`config.mk`:
```
export PLATFORM = sky130hd
export DESIGN_NAME = exec_top
export DESIGN_NICKNAME = d
export VERILOG_FILES = /design/src/common/rv_pkg.sv /design/src/regfile/reg_file.sv /design/src/regfile/csr_file.sv /design/src/logic/exec_alu.sv /design/src/logic/trap_ctrl.sv /design/src/logic/machine_timer.sv /design/src/logic/exec_top.sv
export SDC_FILE = /design/constraint.sdc
export NUM_CORES = 2
export LEC_CHECK = 0
export ABC_AREA = 1
export CAP_MARGIN = 30
export CELL_PAD_IN_SITES_DETAIL_PLACEMENT = 2
export CELL_PAD_IN_SITES_GLOBAL_PLACEMENT = 2
export CORE_MARGIN = 2
export CORE_UTILIZATION = 36
export DETAILED_ROUTE_END_ITERATION = 10
export DONT_BUFFER_PORTS = 1
export HOLD_SLACK_MARGIN = 0.03
export PLACE_DENSITY_LB_ADDON = 0.1
export SLEW_MARGIN = 20
export SYNTH_ARGS = -nofsm -noshare
export SYNTH_HDL_FRONTEND = slang
export SYNTH_SLANG_ARGS = --single-unit
```
`constraint.sdc`:
```
create_clock -name clk -period 4.5 [get_ports clk]
set_clock_uncertainty 0.15 [all_clocks]
set_input_delay 0.45 -clock clk [delete_from_list [all_inputs] [get_ports clk]]
set_output_delay 0.45 -clock clk [all_outputs]
set_load 0.01 [all_outputs]
```
`src/common/rv_pkg.sv`:
```
package rv_pkg;

  // Micro-op kinds coming out of decode
  typedef enum logic [3:0] {
    OP_ADD,
    OP_SUB,
    OP_AND,
    OP_OR,
    OP_XOR,
    OP_ADDI,
    OP_LUI,
    OP_CSRRW,
    OP_CSRRS,
    OP_ECALL,
    OP_MRET
  } op_e;

  // One decoded micro-op
  typedef struct packed {
    op_e         op;
    logic [4:0]  rd;
    logic [4:0]  rs1;
    logic [4:0]  rs2;
    logic [31:0] imm;
    logic [11:0] csr;
    logic [31:0] pc;
  } uop_t;

  // Register writeback, one cycle after issue
  typedef struct packed {
    logic        we;
    logic [4:0]  rd;
    logic [31:0] data;
  } wb_t;

  // Trap controller states
  typedef enum logic [1:0] {
    ST_RUN,
    ST_ENTER,
    ST_RETURN
  } trap_st_e;

  // Machine CSR addresses
  localparam logic [11:0] CSR_MSTATUS  = 12'h300;
  localparam logic [11:0] CSR_MIE      = 12'h304;
  localparam logic [11:0] CSR_MTVEC    = 12'h305;
  localparam logic [11:0] CSR_MSCRATCH = 12'h340;
  localparam logic [11:0] CSR_MEPC     = 12'h341;
  localparam logic [11:0] CSR_MCAUSE   = 12'h342;
  localparam logic [11:0] CSR_MIP      = 12'h344;
  // Custom slot for the timer compare, read-only mirror of the counter
  localparam logic [11:0] CSR_MTIMECMP = 12'h7C0;
  localparam logic [11:0] CSR_MTIME    = 12'hC01;

  // mcause values
  localparam logic [31:0] CAUSE_ECALL_M   = 32'd11;
  localparam logic [31:0] CAUSE_TIMER_IRQ = 32'h8000_0007;

  // Bit positions in mstatus, mie and mip
  localparam int MSTATUS_MIE  = 3;
  localparam int MSTATUS_MPIE = 7;
  localparam int MIP_MTIP     = 7;
  localparam int MIE_MTIE     = 7;

endpackage

```
`src/regfile/reg_file.sv`:
```
`timescale 1ns/10ps

module reg_file import rv_pkg::*; (
  input  logic        clk,
  input  logic        reset,
  input  logic [4:0]  rs1,
  input  logic [4:0]  rs2,
  input  wb_t         wb,
  output logic [31:0] rdata1,
  output logic [31:0] rdata2
);

  logic [31:0] regs [32];
  logic        fwd1;
  logic        fwd2;

  // Bypass when the writeback in flight targets the register being read
  // x0 never forwards, it stays zero
  assign fwd1 = wb.we && (wb.rd == rs1) && (rs1 != 5'd0);
  assign fwd2 = wb.we && (wb.rd == rs2) && (rs2 != 5'd0);

  always_comb begin
    if (fwd1) begin
      rdata1 = wb.data;
    end else begin
      rdata1 = regs[rs1];
    end
  end

  always_comb begin
    if (fwd2) begin
      rdata2 = wb.data;
    end else begin
      rdata2 = regs[rs2];
    end
  end

  // Array write, x0 left at its reset value
  always_ff @(posedge clk) begin
    if (reset) begin
      for (int i = 0; i < 32; i++) begin
        regs[i] <= '0;
      end
    end else if (wb.we && (wb.rd != 5'd0)) begin
      regs[wb.rd] <= wb.data;
    end
  end

endmodule

```
`src/regfile/csr_file.sv`:
```
`timescale 1ns/10ps

module csr_file import rv_pkg::*; #(
  parameter int TIMER_W = 32
) (
  input  logic               clk,
  input  logic               reset,
  input  logic               csr_en,
  input  op_e                op,
  input  logic [11:0]        csr,
  input  logic [31:0]        wdata,
  input  logic               set_en,
  input  logic               trap_enter,
  input  logic [31:0]        trap_cause,
  input  logic [31:0]        trap_pc,
  input  logic               trap_return,
  input  logic [TIMER_W-1:0] mtime,
  input  logic [TIMER_W-1:0] mtimecmp,
  input  logic               irq,
  output logic [31:0]        rdata,
  output logic [31:0]        mtvec,
  output logic [31:0]        mepc,
  output logic               irq_pending,
  output logic               cmp_we,
  output logic [TIMER_W-1:0] cmp_data
);

  // Only MIE and MPIE are implemented in mstatus, only MTIE in mie
  logic        st_mie;
  logic        st_mpie;
  logic        mtie;
  logic [31:0] mscratch;
  logic [31:0] mcause;
  logic [31:0] mstatus_val;
  logic [31:0] mie_val;
  logic [31:0] mip_val;
  logic [31:0] new_val;
  logic        wr_en;

  always_comb begin
    mstatus_val = '0;
    mstatus_val[MSTATUS_MIE] = st_mie;
    mstatus_val[MSTATUS_MPIE] = st_mpie;
    mie_val = '0;
    mie_val[MIE_MTIE] = mtie;
    mip_val = '0;
    mip_val[MIP_MTIP] = irq;
  end

  // Old value mux, unknown addresses read zero
  always_comb begin
    case (csr)
      CSR_MSTATUS:  rdata = mstatus_val;
      CSR_MIE:      rdata = mie_val;
      CSR_MTVEC:    rdata = mtvec;
      CSR_MSCRATCH: rdata = mscratch;
      CSR_MEPC:     rdata = mepc;
      CSR_MCAUSE:   rdata = mcause;
      CSR_MIP:      rdata = mip_val;
      CSR_MTIMECMP: rdata = 32'(mtimecmp);
      CSR_MTIME:    rdata = 32'(mtime);
      default:      rdata = '0;
    endcase
  end

  // CSRRS with rs1 = x0 is a pure read
  assign new_val = (op == OP_CSRRW) ? wdata : (rdata | wdata);
  assign wr_en   = csr_en && ((op == OP_CSRRW) || set_en);

  // Compare register lives in the timer
  assign cmp_we   = wr_en && (csr == CSR_MTIMECMP);
  assign cmp_data = TIMER_W'(new_val);

  assign irq_pending = irq && mtie && st_mie;

  always_ff @(posedge clk) begin
    if (reset) begin
      st_mie   <= 1'b0;
      st_mpie  <= 1'b0;
      mtie     <= 1'b0;
      mtvec    <= '0;
      mscratch <= '0;
      mepc     <= '0;
      mcause   <= '0;
    end else if (trap_enter) begin
      mepc    <= trap_pc;
      mcause  <= trap_cause;
      st_mpie <= st_mie;
      st_mie  <= 1'b0;
    end else if (trap_return) begin
      st_mie  <= st_mpie;
      st_mpie <= 1'b1;
    end else if (wr_en) begin
      case (csr)
        CSR_MSTATUS: begin
          st_mie  <= new_val[MSTATUS_MIE];
          st_mpie <= new_val[MSTATUS_MPIE];
        end
        CSR_MIE:      mtie     <= new_val[MIE_MTIE];
        CSR_MTVEC:    mtvec    <= new_val;
        CSR_MSCRATCH: mscratch <= new_val;
        CSR_MEPC:     mepc     <= new_val;
        CSR_MCAUSE:   mcause   <= new_val;
        // mip and mtime are read-only
        default: ;
      endcase
    end
  end

endmodule

```
`src/logic/exec_alu.sv`:
```
`timescale 1ns/10ps

module exec_alu import rv_pkg::*; (
  input  op_e         op,
  input  logic [31:0] a,
  input  logic [31:0] b,
  input  logic [31:0] imm,
  output logic [31:0] result
);

  // Register-register ops use a and b
  // ADDI and LUI take the decoded immediate
  always_comb begin
    case (op)
      OP_ADD: begin
        result = a + b;
      end
      OP_SUB: begin
        result = a - b;
      end
      OP_AND: begin
        result = a & b;
      end
      OP_OR: begin
        result = a | b;
      end
      OP_XOR: begin
        result = a ^ b;
      end
      OP_ADDI: begin
        result = a + imm;
      end
      OP_LUI: begin
        // Immediate arrives already shifted into place
        result = imm;
      end
      default: begin
        // CSR, ecall and mret produce no ALU result
        result = '0;
      end
    endcase
  end

endmodule

```
`src/logic/trap_ctrl.sv`:
```
`timescale 1ns/10ps

module trap_ctrl import rv_pkg::*; (
  input  logic        clk,
  input  logic        reset,
  input  logic        op_valid,
  input  uop_t        op,
  input  logic        irq_pending,
  input  logic [31:0] mtvec,
  input  logic [31:0] mepc,
  output logic        exec_en,
  output logic        trap_enter,
  output logic [31:0] trap_cause,
  output logic [31:0] trap_pc,
  output logic        trap_return,
  output logic        busy,
  output logic        redirect,
  output logic [31:0] redirect_pc
);

  trap_st_e state;
  trap_st_e state_next;
  logic     accept;
  logic     take_irq;

  // Ops only land while running
  assign accept   = op_valid && (state == ST_RUN);
  // Pending interrupt wins over the op that would issue
  assign take_irq = accept && irq_pending;

  always_comb begin
    state_next = state;
    exec_en    = 1'b0;
    case (state)
      ST_RUN: begin
        if (take_irq) begin
          state_next = ST_ENTER;
        end else if (accept && (op.op == OP_ECALL)) begin
          state_next = ST_ENTER;
        end else if (accept && (op.op == OP_MRET)) begin
          state_next = ST_RETURN;
        end else begin
          exec_en = accept;
        end
      end
      default: begin
        // Entry and return last one cycle each
        state_next = ST_RUN;
      end
    endcase
  end

  always_ff @(posedge clk) begin
    if (reset) begin
      state <= ST_RUN;
    end else begin
      state <= state_next;
    end
  end

  // Cause and pc held for the entry cycle
  always_ff @(posedge clk) begin
    if (accept) begin
      trap_cause <= take_irq ? CAUSE_TIMER_IRQ : CAUSE_ECALL_M;
      trap_pc    <= op.pc;
    end
  end

  assign trap_enter  = (state == ST_ENTER);
  assign trap_return = (state == ST_RETURN);
  assign busy        = (state != ST_RUN);
  assign redirect    = trap_enter || trap_return;
  // mtvec is still the old value during entry
  assign redirect_pc = trap_return ? mepc : mtvec;

endmodule

```
`src/logic/machine_timer.sv`:
```
`timescale 1ns/10ps

module machine_timer #(
  parameter int TIMER_W = 32
) (
  input  logic               clk,
  input  logic               reset,
  input  logic               cmp_we,
  input  logic [TIMER_W-1:0] cmp_data,
  output logic [TIMER_W-1:0] mtime,
  output logic [TIMER_W-1:0] mtimecmp,
  output logic               irq
);

  // Free-running time base
  always_ff @(posedge clk) begin
    if (reset) begin
      mtime <= '0;
    end else begin
      mtime <= mtime + 1'b1;
    end
  end

  // Compare starts at all ones so no interrupt fires out of reset
  always_ff @(posedge clk) begin
    if (reset) begin
      mtimecmp <= '1;
    end else if (cmp_we) begin
      mtimecmp <= cmp_data;
    end
  end

  // Level request, drops only when compare moves ahead
  assign irq = (mtime >= mtimecmp);

endmodule

```
`src/logic/exec_top.sv`:
```
`timescale 1ns/10ps

module exec_top import rv_pkg::*; #(
  parameter int TIMER_W = 32
) (
  input  logic        clk,
  input  logic        reset,
  input  logic        op_valid,
  input  uop_t        op,
  output logic        busy,
  output wb_t         wb,
  output logic        redirect,
  output logic [31:0] redirect_pc
);

  logic               exec_en;
  logic               trap_enter;
  logic [31:0]        trap_cause;
  logic [31:0]        trap_pc;
  logic               trap_return;
  logic               irq_pending;
  logic [31:0]        mtvec;
  logic [31:0]        mepc;
  logic [31:0]        rdata1;
  logic [31:0]        rdata2;
  logic [31:0]        alu_result;
  logic [31:0]        csr_rdata;
  logic               is_csr;
  logic               is_wb_op;
  logic               cmp_we;
  logic [TIMER_W-1:0] cmp_data;
  logic [TIMER_W-1:0] mtime;
  logic [TIMER_W-1:0] mtimecmp;
  logic               irq;

  assign is_csr   = (op.op == OP_CSRRW) || (op.op == OP_CSRRS);
  // Everything but ecall and mret writes rd
  assign is_wb_op = (op.op != OP_ECALL) && (op.op != OP_MRET);

  trap_ctrl u_trap_ctrl (
    .clk(clk), .reset(reset), .op_valid(op_valid), .op(op),
    .irq_pending(irq_pending), .mtvec(mtvec), .mepc(mepc),
    .exec_en(exec_en), .trap_enter(trap_enter), .trap_cause(trap_cause),
    .trap_pc(trap_pc), .trap_return(trap_return), .busy(busy),
    .redirect(redirect), .redirect_pc(redirect_pc)
  );

  reg_file u_reg_file (
    .clk(clk), .reset(reset), .rs1(op.rs1), .rs2(op.rs2), .wb(wb),
    .rdata1(rdata1), .rdata2(rdata2)
  );

  exec_alu u_exec_alu (
    .op(op.op), .a(rdata1), .b(rdata2), .imm(op.imm), .result(alu_result)
  );

  csr_file #(.TIMER_W(TIMER_W)) u_csr_file (
    .clk(clk), .reset(reset), .csr_en(exec_en && is_csr), .op(op.op),
    .csr(op.csr), .wdata(rdata1), .set_en(op.rs1 != 5'd0),
    .trap_enter(trap_enter), .trap_cause(trap_cause), .trap_pc(trap_pc),
    .trap_return(trap_return), .mtime(mtime), .mtimecmp(mtimecmp), .irq(irq),
    .rdata(csr_rdata), .mtvec(mtvec), .mepc(mepc), .irq_pending(irq_pending),
    .cmp_we(cmp_we), .cmp_data(cmp_data)
  );

  machine_timer #(.TIMER_W(TIMER_W)) u_machine_timer (
    .clk(clk), .reset(reset), .cmp_we(cmp_we), .cmp_data(cmp_data),
    .mtime(mtime), .mtimecmp(mtimecmp), .irq(irq)
  );

  // Writeback register, CSR ops return the old CSR value
  always_ff @(posedge clk) begin
    if (reset) begin
      wb.we <= 1'b0;
    end else begin
      wb.we <= exec_en && is_wb_op && (op.rd != 5'd0);
    end
    wb.rd   <= op.rd;
    wb.data <= is_csr ? csr_rdata : alu_result;
  end

endmodule

```
==> flow_metrics.tcl <==
set metrics [dict create \
    outcome "finished, violations left" \
    failing_checks "max-slew violations, negative setup slack" \
    share_of_post_route_cells_with_drive_strength_above_1_pct 16.7 \
    path_buf_inv 7 \
    cts.clk_slew.worst_paths_ns 0.06 \
    most-common-layout-cells "sky130_fd_sc_hd__nand2_1, sky130_fd_sc_hd__nor2_1, sky130_fd_sc_hd__edfxtp_1" \
    cp-endpoint "wb[28]" \
    ir_worst_vdd_mv 0.330 \
    post_synthesis_sequential_area_ratio_pct 49.9 \
    largest_delay_contributor_family_on_the_critical_path "compound AO/OA/AOI/OAI gates" \
    cts-root-buf "sky130_fd_sc_hd__clkbuf_16" \
    numClockSinks 1293 \
    layout_setup_ws_ns -0.814 \
    powerDensity_nw_per_um2 373 \
    routabilityCongestion 0.903 \
    num_rows 165 \
    remaining_overflow_grt 0 \
    final.min_clock_period_ns 5.31 \
    slew-limit-headroom_pct -24.3 \
    fin_setup_tns_ns -13.14 \
    path_max_fanout 518 \
    detail_route.drc_violations 0 \
    layout_commonest_cell "sky130_fd_sc_hd__nand2_1" \
    setup.worst_path.class "in -> reg" \
    pre_cts_ws_ns -1.53 \
    grtUsageMet3_pct 7.34 \
    timing.final.hold_violations 0 \
    reg2reg_depth 34 \
    asyncSetResetFlopFracSynth_pct 0 \
    wl_per_cell_um 33.7 \
    r2r_end "wb[28]" \
    antenna_violations_before_repair 20 \
    cts_tree "yes" \
    r2r_start "wb[33]" \
    cp_slowest_stage_delay_ns 0.57 \
    post_synthesis_cells 9124 \
    gr-usage-met2_pct 62.6 \
    finish.utilization_pct 44.5 \
    setup_viol 26 \
    clkLatencyLatePin_ns 0.84 \
    setup.worst_path.start_class "input port" \
    pin_count 170 \
    rsz0062_at_grt "yes" \
    postSynthAreaPerCell_um2 8.01 \
    detail_route.first_pass.iterations 6 \
    final_cell_area_um2 89900 \
    timing.critical_path.arrival_ns 5.88 \
    ys_seq_elements 1293 \
    number_of_max_slew_violations_in_the_final_report 351 \
    min_period_over_period_pct 118 \
    crit_end_category "register" \
    timing.critical_path.from "op[81]" \
    die_h_um 454 \
    avgViaCountPerCell 6.22 \
    cts_buffer_depth 3 \
    die_area_um2 207000 \
    design.core.area_um2 202000 \
    place_area_um2 81600 \
    synth_enable_flop_cells 1058 \
    synthesis.area_um2 73100 \
    static-leakage-power_nw 35.5 \
    grt_pass1_vias 80967 \
    layout-area-overhead-vs-synth_pct 23.1 \
    synth_warnings 0 \
    maximum_clock_rate_mhz 188 \
    vias 77483 \
    required_ns 5.07 \
    worstSetupPathDepth 29 \
    largest_net_degree_at_the_start_of_global_routing 521 \
    worstHoldPathType "in -> reg" \
    grt_most_used_layer "met2" \
    track_usage_pct 38.9 \
    grt_first_pass_wirelength_mm 581 \
    first_iter_violations 8069 \
    post-dp-hpwl_mm 256 \
    grt_use_met1_pct 48.1 \
    routed_wl_mm 420 \
    rrSetupSlack_ns -0.74 \
    ys_flop_type "sky130_fd_sc_hd__edfxtp_1" \
    critPathSlowestCell "sky130_fd_sc_hd__a21oi_1" \
    cts_max_level 4 \
    tritoncts_buffer_count 158 \
    netlist-cell-type-count 60 \
    antenna_left 0 \
    place.port_buffers 0 \
    final_nets 9890 \
    initial_utilization_pct 36.2 \
    die_x_um 454 \
    drv.max_cap_violation_count 0 \
    tightestPinTransition_ns 1.86 \
]
==> cells in the mapped netlist, types with 123 or more instances <==
cell,n,area share (%)
sky130_fd_sc_hd__dfxtp_1,235,6.4
sky130_fd_sc_hd__edfxtp_1,1058,43
sky130_fd_sc_hd__a21oi_1,655,4.5
sky130_fd_sc_hd__buf_2,213,1.5
sky130_fd_sc_hd__inv_1,443,2.3
sky130_fd_sc_hd__ha_1,132,2.3
sky130_fd_sc_hd__clkbuf_1,428,2.2
sky130_fd_sc_hd__o21ai_0,359,2.5
sky130_fd_sc_hd__nand3_1,979,6.7
sky130_fd_sc_hd__nor2_1,1250,6.4
sky130_fd_sc_hd__nand2_1,2506,13
sky130_fd_sc_hd__a32o_1,123,1.7
sky130_fd_sc_hd__a221oi_1,130,1.6
==> worst register-to-register path, delay by kind of cell, from the launching register on <==
family,cells,cell delay [ns]
AOI/OAI and AO/OA,9,1.42
adders and majority gates,1,0.32
DFF,1,0.38
buffers and inverters,9,1.16
and+or+nand+nor,15,1.67
==> registers in the layout (all words and copies together), names as in the netlist <==
signal / cells
u_reg_file.regs: 1024
wb: 38
u_csr_file.mcause: 32
u_csr_file.mepc: 32
u_csr_file.mscratch: 32
u_csr_file.mtvec: 32
u_machine_timer.mtime: 32
u_machine_timer.mtimecmp: 32
u_trap_ctrl.trap_pc: 32
u_trap_ctrl.state: 2
u_trap_ctrl.trap_cause: 2
u_csr_file.mtie: 1
u_csr_file.st_mie: 1
u_csr_file.st_mpie: 1
==> where the power goes <==
group          internal (W)  switching, W  total (W)  leakage [nW]
registers            0.0133      0.000289     0.0136          12.8
clock network       0.00714       0.00562     0.0128          2.43
logic               0.00240       0.00478    0.00718          20.2
total                0.0229        0.0107     0.0336          35.5
==> through the flow <==
step,instances,total power [W],hold slack [ns]
2_1_floorplan,9155,0.0166,0.271
3_3_place_gp,12001,0.0196,0.284
3_5_place_dp,12008,0.0198,0.295
4_1_cts,12430,0.0328,0.0316
5_1_grt,12462,0.0344,0.0694
6_report,12466,0.0336,0.0505
==> layer usage <==
| layer | wire length (um) | part of all wire [%] | vias to the layer above |
|---|---|---|---|
| met2 | 192000 | 46 | 3834 |
| met5 | 70 | 0.017 | - |
| met4 | 30900 | 7.3 | 12 |
| li1 | - | - | 32309 |
| met3 | 33700 | 8.0 | 1128 |
| met1 | 163000 | 39 | 40200 |
==> logic make-up after synthesis <==
| group | count (synthesis) | synth area share, % |
|---|---|---|
| buf+inv | 1221 | 6.96 |
| xor+xnor | 3 | 0.0360 |
| compound gates | 1577 | 13.4 |
| flops | 1293 | 49.9 |
| fa+ha+maj | 133 | 2.29 |
| simple gates | 4896 | 27.4 |
| other cells | 1 | 0.00513 |
==> what timing repair did <==
action                                  in CTS  in global routing
resized for setup                          218                227
endpoints found under the setup margin      26                 28
buffers inserted                            39                 32
pin swaps                                   51                 91
hold buffers                                93                  0
endpoints found under the hold margin      169                  0
cloned                                       0                  6
==> final cells by class <==
| cell class | count | area [um^2] |
|---|---|---|
| clock buffer | 207 | 4260 |
| tap | 2672 | 3340 |
| antenna | 5 | 12.5 |
| timing repair buffer | 1100 | 9930 |
| sequential | 1293 | 36500 |
| fill | 22181 | 112000 |
| multi-input combinational | 6641 | 33300 |
| inverter | 465 | 1830 |
| clock inverter | 83 | 689 |
==> worst min path at each step <==
stage / startpoint / endpoint / slack [ns] / cells past startpoint
after CTS: op[8] / u_trap_ctrl.trap_pc[8] / 0.03 / 1
after detailed placement: u_csr_file.mscratch[19] / u_csr_file.mscratch[19] / 0.30 / 2
after floorplan: u_csr_file.mscratch[12] / u_csr_file.mscratch[12] / 0.27 / 2
after global placement: u_csr_file.mscratch[5] / u_csr_file.mscratch[5] / 0.28 / 2
after global routing: op[22] / u_trap_ctrl.trap_pc[22] / 0.07 / 1
final: op[94] / u_trap_ctrl.state[1] / 0.05 / 5
(Power assumes the default switching activity.)
